===== config.mk =====
export PLATFORM = sky130hd
export DESIGN_NAME = fetch_stage
export DESIGN_NICKNAME = d
export VERILOG_FILES = /design/src/hdl/fetch_pkg.sv /design/src/hdl/opcode_decode.sv /design/src/hdl/fetch_sequencer.sv /design/src/hdl/return_stack.sv /design/src/hdl/fetch_stage.sv
export SDC_FILE = /design/constraint.sdc
export NUM_CORES = 2
export LEC_CHECK = 0
export ABC_AREA = 1
export BUFFER_PORTS_ARGS = -buffer_cell sky130_fd_sc_hd__buf_2
export CORE_MARGIN = 1.5
export CORE_UTILIZATION = 31
export CTS_BUF_LIST = sky130_fd_sc_hd__clkbuf_4 sky130_fd_sc_hd__clkbuf_8
export DETAILED_ROUTE_END_ITERATION = 7
export PLACE_DENSITY = 0.49
export SLEW_MARGIN = 0
export SYNTH_ARGS = -nofsm -noshare
export SYNTH_HDL_FRONTEND = slang
export SYNTH_SLANG_ARGS = --single-unit

===== constraint.sdc =====
create_clock -name clk -period 5.9 [get_ports clk]
set_clock_uncertainty 0.1 [all_clocks]
set_input_delay 0.885 -clock clk [delete_from_list [all_inputs] [get_ports clk]]
set_output_delay 0.885 -clock clk [all_outputs]
set_load 0.02 [all_outputs]

===== src/hdl/fetch_pkg.sv =====
package fetch_pkg;

	//////////////////////////////////////////////////
	// Widths
	//////////////////////////////////////////////////

	localparam int INSTR_W = 16; // Program word
	localparam int ADDR_W = 12; // Program counter
	localparam int SEL_W = 4; // Register select field

	// Low field of a CALL word that turns it into RET
	localparam logic [ADDR_W-1:0] RET_FIELD = '1;

	//////////////////////////////////////////////////
	// Opcode classes, top nibble of the word
	//////////////////////////////////////////////////

	typedef enum logic [3:0] {
		NULL_OP = 4'd0,
		ALU = 4'd1,
		LOG = 4'd2,
		SHF = 4'd3,
		SYS = 4'd4,
		LOAD = 4'd5, // Also STORE
		SET = 4'd6, // Next word is an immediate
		MOVE = 4'd7,
		PUSH = 4'd8,
		JZ = 4'd9,
		JNZ = 4'd10,
		JP = 4'd11,
		JMP = 4'd12,
		IN_OP = 4'd13, // Also OUT
		CALL = 4'd14, // Also RET
		HALT = 4'd15
	} opcode_e;

	//////////////////////////////////////////////////
	// Structs
	//////////////////////////////////////////////////

	// Word handed to the next stage
	typedef struct packed {
		logic [INSTR_W-1:0] instr;
		logic [SEL_W-1:0] in1_sel;
		logic [SEL_W-1:0] in0_sel;
	} issue_t;

	// Strobe from the stage that evaluates the condition
	typedef struct packed {
		logic valid;
		logic taken;
	} jump_resolve_t;

	// Decoder result for the held word
	typedef struct packed {
		opcode_e op;
		logic [SEL_W-1:0] in1_sel;
		logic [SEL_W-1:0] in0_sel;
		logic load_stall; // LOAD with zero low nibble
		logic is_jump;
		logic is_call;
		logic is_ret;
		logic is_set;
		logic is_halt;
		logic jump_back; // Bit 8, subtract offset
		logic [7:0] jump_offset; // Bits 7:0
		logic [ADDR_W-1:0] call_target;
	} decode_t;

endpackage


===== src/hdl/opcode_decode.sv =====
module opcode_decode
	import fetch_pkg::*;
(
	input logic [INSTR_W-1:0] instr_i,
	output decode_t dec_o
);

	//////////////////////////////////////////////////
	// Class and select decode
	//////////////////////////////////////////////////

	always_comb
	begin
		dec_o = '0;
		dec_o.op = opcode_e'(instr_i[15:12]);
		dec_o.jump_back = instr_i[8]; // Direction of relative jump
		dec_o.jump_offset = instr_i[7:0];
		dec_o.call_target = instr_i[ADDR_W-1:0]; // Absolute target

		case (dec_o.op)
			ALU, LOG:
			begin
				dec_o.in1_sel = {1'b0, instr_i[8:6]};
				dec_o.in0_sel = {1'b0, instr_i[5:3]};
			end
			SHF:
			begin
				dec_o.in1_sel = instr_i[11:8]; // Same register on both ports
				dec_o.in0_sel = instr_i[11:8];
			end
			LOAD:
			begin
				dec_o.in1_sel = instr_i[11:8];
				dec_o.in0_sel = instr_i[7:4];
				dec_o.load_stall = (instr_i[3:0] == 4'h0); // Result needed by next word
			end
			MOVE, PUSH, IN_OP:
			begin
				dec_o.in1_sel = instr_i[11:8];
				dec_o.in0_sel = instr_i[7:4];
			end
			JZ, JNZ, JP, JMP:
			begin
				dec_o.in1_sel = {1'b0, instr_i[11:9]}; // Condition register
				dec_o.is_jump = 1'b1;
			end
			SET:
			begin
				dec_o.is_set = 1'b1;
			end
			CALL:
			begin
				if (instr_i[ADDR_W-1:0] == RET_FIELD)
				begin
					dec_o.is_ret = 1'b1;
				end
				else
				begin
					dec_o.is_call = 1'b1;
				end
			end
			HALT:
			begin
				dec_o.is_halt = 1'b1;
			end
			default:
			begin
				dec_o.in1_sel = '0; // NULL and SYS carry no selects
				dec_o.in0_sel = '0;
			end
		endcase
	end

endmodule


===== src/hdl/fetch_sequencer.sv =====
module fetch_sequencer
	import fetch_pkg::*;
(
	input logic clk,
	input logic arst_n_i,
	input logic [INSTR_W-1:0] opcode_i,
	input decode_t dec_i,
	input jump_resolve_t jump_resolve_i,
	input logic wake_i,
	input logic [ADDR_W-1:0] stack_top_i,
	output logic [INSTR_W-1:0] held_instr_o,
	output logic push_o,
	output logic pop_o,
	output logic [ADDR_W-1:0] push_addr_o,
	output logic [ADDR_W-1:0] fetch_addr_o,
	output issue_t issue_o
);

	typedef enum logic [1:0] {
		ST_RUN = 2'd0,
		ST_JWAIT = 2'd1, // Jump issued and waiting for resolution
		ST_HALT = 2'd2
	} seq_state_e;

	seq_state_e state_q;
	seq_state_e state_d;
	logic [ADDR_W-1:0] pc_q; // Address of the word on opcode_i
	logic [ADDR_W-1:0] pc_d;
	logic [ADDR_W-1:0] pc_plus1;
	logic [ADDR_W-1:0] jump_target;
	logic [INSTR_W-1:0] held_q; // Word at pc_q - 1, or a bubble
	logic [INSTR_W-1:0] held_d;
	issue_t issue_q;
	issue_t issue_d;
	issue_t held_issue;

	//////////////////////////////////////////////////
	// Address arithmetic
	//////////////////////////////////////////////////

	assign pc_plus1 = pc_q + ADDR_W'(1);

	// pc_q already points one past the held jump
	assign jump_target = dec_i.jump_back ? (pc_q - ADDR_W'(dec_i.jump_offset))
		: (pc_q + ADDR_W'(dec_i.jump_offset));

	assign held_issue = '{instr: held_q, in1_sel: dec_i.in1_sel, in0_sel: dec_i.in0_sel};

	// Stack is touched only when the word is actually executed
	assign push_o = (state_q == ST_RUN) && dec_i.is_call;
	assign pop_o = (state_q == ST_RUN) && dec_i.is_ret;
	assign push_addr_o = pc_q; // Return lands after the CALL

	//////////////////////////////////////////////////
	// Next state
	//////////////////////////////////////////////////

	always_comb
	begin
		state_d = state_q;
		pc_d = pc_q;
		held_d = held_q;
		issue_d = '0; // NULL unless a word goes out

		case (state_q)
			ST_RUN:
			begin
				issue_d = held_issue;
				if (dec_i.is_halt)
				begin
					issue_d = '0; // HALT never reaches the next stage
					state_d = ST_HALT;
				end
				else if (dec_i.is_jump)
				begin
					state_d = ST_JWAIT; // Jump stays held for its offset
				end
				else if (dec_i.load_stall)
				begin
					held_d = '0; // One bubble then refetch of the same address
				end
				else if (dec_i.is_set)
				begin
					pc_d = pc_plus1; // Skip the immediate
					held_d = '0;
				end
				else if (dec_i.is_call)
				begin
					pc_d = dec_i.call_target;
					held_d = '0;
				end
				else if (dec_i.is_ret)
				begin
					pc_d = stack_top_i;
					held_d = '0;
				end
				else
				begin
					pc_d = pc_plus1;
					held_d = opcode_i;
				end
			end
			ST_JWAIT:
			begin
				if (jump_resolve_i.valid)
				begin
					state_d = ST_RUN;
					if (jump_resolve_i.taken)
					begin
						pc_d = jump_target;
						held_d = '0; // Target word not fetched yet
					end
					else
					begin
						pc_d = pc_plus1; // Fall-through word is on opcode_i
						held_d = opcode_i;
					end
				end
			end
			ST_HALT:
			begin
				if (wake_i)
				begin
					state_d = ST_RUN;
					pc_d = pc_plus1;
					held_d = opcode_i; // Word after the HALT
				end
			end
			default:
			begin
				state_d = ST_RUN;
			end
		endcase
	end

	//////////////////////////////////////////////////
	// Registers
	//////////////////////////////////////////////////

	always_ff @(negedge clk or negedge arst_n_i)
	begin
		if (!arst_n_i)
		begin
			state_q <= ST_RUN;
			pc_q <= '0;
			held_q <= '0;
			issue_q <= '0;
		end
		else
		begin
			state_q <= state_d;
			pc_q <= pc_d;
			held_q <= held_d;
			issue_q <= issue_d; // Result step
		end
	end

	assign held_instr_o = held_q;
	assign fetch_addr_o = pc_q;
	assign issue_o = issue_q;

	//////////////////////////////////////////////////
	// Checks
	//////////////////////////////////////////////////

	a_resolve_only_in_wait: assert property (@(negedge clk) disable iff (!arst_n_i)
		jump_resolve_i.valid |-> (state_q == ST_JWAIT))
		else $error("jump resolve strobe outside jump wait");

	// Covers the edge that enters the halt as well as the edges spent in it
	a_halt_addr_stable: assert property (@(negedge clk) disable iff (!arst_n_i)
		(state_q == ST_HALT) |-> $stable(fetch_addr_o))
		else $error("fetch address moved while halted");

endmodule


===== src/hdl/return_stack.sv =====
module return_stack
	import fetch_pkg::*;
#(
	parameter int STACK_DEPTH = 128
)
(
	input logic clk,
	input logic arst_n_i,
	input logic push_i,
	input logic pop_i,
	input logic [ADDR_W-1:0] push_addr_i,
	output logic [ADDR_W-1:0] top_o
);

	localparam int PTR_W = $clog2(STACK_DEPTH);
	localparam int CNT_W = PTR_W + 1; // Holds 0 to STACK_DEPTH

	logic [ADDR_W-1:0] stack_mem [STACK_DEPTH];
	logic [CNT_W-1:0] count_q;
	logic [CNT_W-1:0] top_idx;
	logic empty;
	logic full;

	assign empty = (count_q == '0);
	assign full = (count_q == CNT_W'(STACK_DEPTH));
	assign top_idx = count_q - CNT_W'(1);

	// Empty stack sends a RET to address 0
	assign top_o = empty ? '0 : stack_mem[top_idx[PTR_W-1:0]];

	//////////////////////////////////////////////////
	// Depth counter, saturating both ways
	//////////////////////////////////////////////////

	always_ff @(negedge clk or negedge arst_n_i)
	begin
		if (!arst_n_i)
		begin
			count_q <= '0;
		end
		else if (push_i && !full)
		begin
			count_q <= count_q + CNT_W'(1);
		end
		else if (pop_i && !empty)
		begin
			count_q <= top_idx;
		end
	end

	always_ff @(negedge clk)
	begin
		if (push_i && !full)
		begin
			stack_mem[count_q[PTR_W-1:0]] <= push_addr_i; // Write above current top
		end
	end

	a_no_push_pop: assert property (@(negedge clk) disable iff (!arst_n_i)
		!(push_i && pop_i))
		else $error("push and pop in the same cycle");

	a_no_overflow: assert property (@(negedge clk) disable iff (!arst_n_i)
		push_i |-> !full)
		else $error("CALL nesting exceeds stack depth");

endmodule


===== src/hdl/fetch_stage.sv =====
module fetch_stage
	import fetch_pkg::*;
#(
	parameter int STACK_DEPTH = 128
)
(
	input logic clk,
	input logic arst_n_i,
	input logic [INSTR_W-1:0] opcode_i,
	input jump_resolve_t jump_resolve_i,
	input logic wake_i,
	output logic [ADDR_W-1:0] fetch_addr_o,
	output issue_t issue_o
);

	logic [INSTR_W-1:0] held_instr;
	decode_t dec;
	logic push;
	logic pop;
	logic [ADDR_W-1:0] push_addr;
	logic [ADDR_W-1:0] stack_top;

	opcode_decode i_opcode_decode (
		.instr_i (held_instr),
		.dec_o (dec)
	);

	fetch_sequencer i_fetch_sequencer (
		.clk (clk),
		.arst_n_i (arst_n_i),
		.opcode_i (opcode_i),
		.dec_i (dec),
		.jump_resolve_i (jump_resolve_i),
		.wake_i (wake_i),
		.stack_top_i (stack_top),
		.held_instr_o (held_instr),
		.push_o (push),
		.pop_o (pop),
		.push_addr_o (push_addr),
		.fetch_addr_o (fetch_addr_o),
		.issue_o (issue_o)
	);

	return_stack #(
		.STACK_DEPTH (STACK_DEPTH)
	) i_return_stack (
		.clk (clk),
		.arst_n_i (arst_n_i),
		.push_i (push),
		.pop_i (pop),
		.push_addr_i (push_addr),
		.top_o (stack_top)
	);

endmodule


After elaboration in Yosys (flattened, before gate mapping)

Memories as Yosys holds them, arrays and structs flattened.
Cells that the tools add are included.

Add/subtract/negate cells: 5
Equal/unequal tests: 24
Muxes and demuxes: 42
Reduce and logical (&&, ||, !) cells: 18

Operators by type and width:

| cell                                                                | count |
|---|---|
| 16-bit two-way mux                                                  | 9 |
| 12-bit two-way mux                                                  | 11 |
| 24-bit two-way mux                                                  | 2 |
| 16-bit case mux with 3 select lines                                 | 1 |
| 12-bit case mux with 3 select lines                                 | 1 |
| 4-bit == test (second input constant)                               | 8 |
| 4-bit case mux with 3 select lines                                  | 2 |
| 8-bit two-way mux                                                   | 2 |
| 12-bit by 1-bit adder with 12-bit output (second input constant)    | 1 |
| 12-bit by 8-bit adder with 12-bit output                            | 1 |
| 12-bit == test (second input constant)                              | 1 |
| 4-bit by 3-bit == test with 1-bit output (second input constant)    | 3 |
| 12-bit by 8-bit subtractor with 12-bit output                       | 1 |
| 2-bit two-way mux                                                   | 5 |
| 2-bit != test (second input constant)                               | 5 |
| 8-bit by 1-bit adder with 8-bit output (second input constant)      | 1 |
| 4-bit by 2-bit == test with 1-bit output (second input constant)    | 2 |
| 8-bit == test (second input constant)                               | 1 |
| 8-bit logical NOT                                                   | 1 |
| 1-bit two-way mux                                                   | 8 |
| 4-bit OR reduction                                                  | 2 |
| 8-bit by 1-bit subtractor with 8-bit output (second input constant) | 1 |
| 2-bit case mux with 3 select lines                                  | 1 |
| 6-bit AND reduction                                                 | 1 |
| 14 further kinds                                                    | 18 |

Register bits after elaboration: 62
RAM bits: 1536
Output and inout bits: 36
Word-level logic and storage cells: 97
Memories kept: 1

Memory list:

| memory                   | words | bits a word | read ports | clocked after Yosys merged registers in | wr ports | RTL line           | text |
|---|---|---|---|---|---|---|---|
| i_return_stack.stack_mem | 128   | 12          | 1          | 0                                       | 1        | return_stack.sv:18 | `logic [ADDR_W-1:0] stack_mem [STACK_DEPTH];` |

Longest topological paths before layout

Word-level depth: 10
Depth in mapped cells: 24
Depth with buffers taken out: 21

Modules after synthesis

Synthesis repeated with hierarchy kept, for this count alone.

Cells, all modules: 5853
Area, all modules: 67009.3 sq um

By module, submodules not included:

| module          | times used | cells each | area an instance (sq um) | sequential area each (sq um) |
|---|---|---|---|---|
| return_stack    | 1          | 5254       | 62801.5                  | 46324.4 |
| fetch_sequencer | 1          | 493        | 3656.0                   | 1351.3 |
| opcode_decode   | 1          | 106        | 551.8                    | 0.0 |

==> run metrics <==
largest net degree at the start of global routing 188; Reg2Reg Depth 10; Post-Synth Adder-Cell Area 0.00390; path type of the worst min-delay path register to register; Clock Tree Root clkbuf_8; Vias 52,900; Worst Path Class, Setup register to output port; syn_area_per_cell 10.8 µm²; CTS Buf Count 313; PortBufs 56; Post-Place Setup Slack 628 ps; required time of the critical path 4910 ps; Slew @ Worst Pin 1360 ps; critical path peak fanout 3; Worst-Skew Late Latency 980 ps; gpl congestion 0.871; core outline area 222,000 µm²; CTS tree built; Final Instance Count excl. Fillers 11,300; post-route ant nets 0; GRT Util Overall 0.187; # IOs 57; RR Startpoint i_return_stack.count_q[4]; Synthesis Warnings 0; DP Cell Count 9,265; worst hold path depth 1; worst reg2reg endpoint i_return_stack.stack_mem[83][8]; Critical Path Max Stage Delay 620 ps; mux cell area share after synthesis 0; post-synth top area cell edfxtp_1; first-pass iteration count of the detailed router 5; CP max-delay cell dfrtn_1; CP bufs+invs 1; CP Cell Sequence buf_2; H-tree Lvls 5; multi-input logic area 17,100 µm²; vias in the first global route 55,000; Die Wd 476 µm; Layout Nets 8,189; final setup violation count 0; Synth Register Bits 1,598; largest family of logic cells by synthesized area simple AND/OR/NAND/NOR gates; routed wire length 213,000 µm; synth-to-layout area growth 22.3%; initial DRC count 4,126; status finished, final reports clean; Die H 476 µm; clk buf depth 4; Slew HR 0.0922; sequential cell area 47,700 µm²; Yosys top cell area share 0.666; most frequent cells in the layout inv_1, nand2_1, edfxtp_1, nand3_1, nor2_1; Max Slew Vio Count 0; share of cells above drive strength 1 0.0993; Die Area 226,000 µm²; Arr. time, crit path 4810 ps; leakage power 39.2 nW; PD cells 558 nW/µm²; Post-Syn Instances 6,425; RSZ-0062 raised after global routing no; Sw Pwr 21.2 mW; Synth Area in XOR/XNOR 0.00249; sequential power share 0.303; CTS resizes 0; most common cell after layout, fill and taps aside inv_1; worst setup margin 107 ps; Logic pwr share 0.383; Vias/cell 4.67; Syn Nets 6,467; global route total overflow 0; Synth Area in Simple Gates 0.214; first-pass GRT wire length 318,000 µm; DRC Markers 0; Worst Hold Launch i_return_stack.count_q[7]; Sink Count 1,598; largest cells by area after synthesis edfxtp_1, nand2_1, nand3_1, inv_1, dfrtn_1; initial antenna violation count 4; Fill cells 22,400; crit path capture type output port; Crit path max-delay family flip-flops; Startpoint Class register; Rows 173; sequential area share after synthesis 0.688; Clock transition at path regs 40 ps; synth unique cells 50; Netlist Area Pre-Place 69,300 µm²; average routed wire per standard cell 18.8 µm; final hold vios 0; internal power 26.1 mW; Hold Crit Endpoint i_return_stack.count_q[7]; R2R Setup Slk 1220 ps; Compound-Gate Fraction of Synth Area 0.0256; Maximum Capacitance Violations 0; WHS 393 ps; part of the power in the clock network 0.315; Net Sw Frac 0.448; Peak VDD IR 0.703 mV; DP Wirelength 115,000 µm; Starting Density 0.312
worst register-to-register path, cell delays in order (launching register included):
cell,delay (ps)
dfrtn_1,610
nor2_2,120
nand2_1,500
nor2_1,90
nand2_1,80
nand2_1,80
nor2_4,260
inv_2,130
nor2_4,140
nand3_2,880
nor2_1,1350
cell type report:
class	instances	area share
Sequential cell	1598	0.562
Multi-Input combinational cell	3762	0.201
Clock inverter	1727	0.0847
Clock buffer	332	0.0537
Tap cell	2975	0.0439
Inverter	705	0.0316
Timing Repair Buffer	231	0.0222
Antenna cell	2	0.0000590
state kept, by name, indices dropped and copies added, names as in the netlist:
name,cells
i_fetch_sequencer.issue_o,24
i_return_stack.count_q,8
i_fetch_sequencer.fetch_addr_o,12
i_fetch_sequencer.state_q,2
i_return_stack.stack_mem,1536
i_fetch_sequencer.held_instr_o,16
timing repair:
item | in CTS | in global routing
endpoints found under the setup margin | 5 | 0
setup buffers | 7 | 0
hold buffers | 0 | 0
hold endpoints to repair | 0 | 0
power groups by stage:
| stage | Combinational [mW] | Sequential, mW | Clock (mW) |
|---|---|---|---|
| after floorplan | 10.2 | 15.4 | 1.54 |
| after global placement | 18.0 | 14.5 | 1.54 |
| after detailed placement | 18.0 | 14.5 | 1.54 |
| after CTS | 18.2 | 14.3 | 15.5 |
| after global routing | 19.6 | 14.3 | 16.7 |
| final | 18.1 | 14.3 | 14.9 |
cells by family after synthesis:
| kind of cell | count (synthesis) |
|---|---|
| compound gates | 306 |
| xor+xnor | 18 |
| fa+ha+maj | 21 |
| buf+inv | 1065 |
| flops | 1598 |
| simple gates | 3417 |
worst max-delay path by stage:
stage,to,start,cells after the start,slack [ps]
final,fetch_addr_o[2],i_fetch_sequencer.fetch_addr_o[2],1,110
after global routing,fetch_addr_o[8],i_fetch_sequencer.fetch_addr_o[8],2,100
after CTS,fetch_addr_o[6],i_fetch_sequencer.fetch_addr_o[6],1,30
after detailed placement,i_fetch_sequencer.fetch_addr_o[3],wake_i,9,630
after global placement,i_fetch_sequencer.fetch_addr_o[3],wake_i,9,540
after floorplan,fetch_addr_o[0],i_fetch_sequencer.fetch_addr_o[0],0,-50
metal layers:
metal	GRT usage	vias to the layer above	part of all wire	wire [µm]
met5	0	-	0.00013	27
met4	0.0917	4	0.025	5270
met3	0.0614	355	0.070	14900
met2	0.293	1816	0.48	102000
met1	0.231	25600	0.43	91300
li1	-	25100	-	-
cells in the mapped netlist, drive strengths merged:
cell / instances
xnor2: 4
edfxtp: 1536
a31o: 2
nor4: 1
o31ai: 2
a21oi: 39
a221oi: 1
a21boi: 1
inv: 705
o211ai: 46
buf: 310
o311ai: 2
o21ai: 168
clkinv: 1
clkbuf: 49
fa: 1
o221ai: 4
dfrtn: 62
nor2: 343
a31oi: 7
nand2: 1734
o22ai: 28
or2: 153
a211oi: 1
a2111oi: 1
nand3b: 3
nor3: 7
nand3: 1163
a21o: 3
ha: 20
a22oi: 1
nand4: 13
xor2: 14
metrics by stage:
stage | cell area (µm²) | utilization | setup TNS, ps | total power, mW
floorplan | 69300 | - | -339 | 27.1
global placement | 72900 | 0.328 | 0 | 34.1
detailed placement | 72900 | 0.328 | 0 | 34.1
CTS | 84800 | 0.381 | 0 | 48.0
global route | 84800 | 0.381 | 0 | 50.7
finish | 84800 | 0.381 | 0 | 47.3
Note: power is estimated with default switching activity, not from simulation.
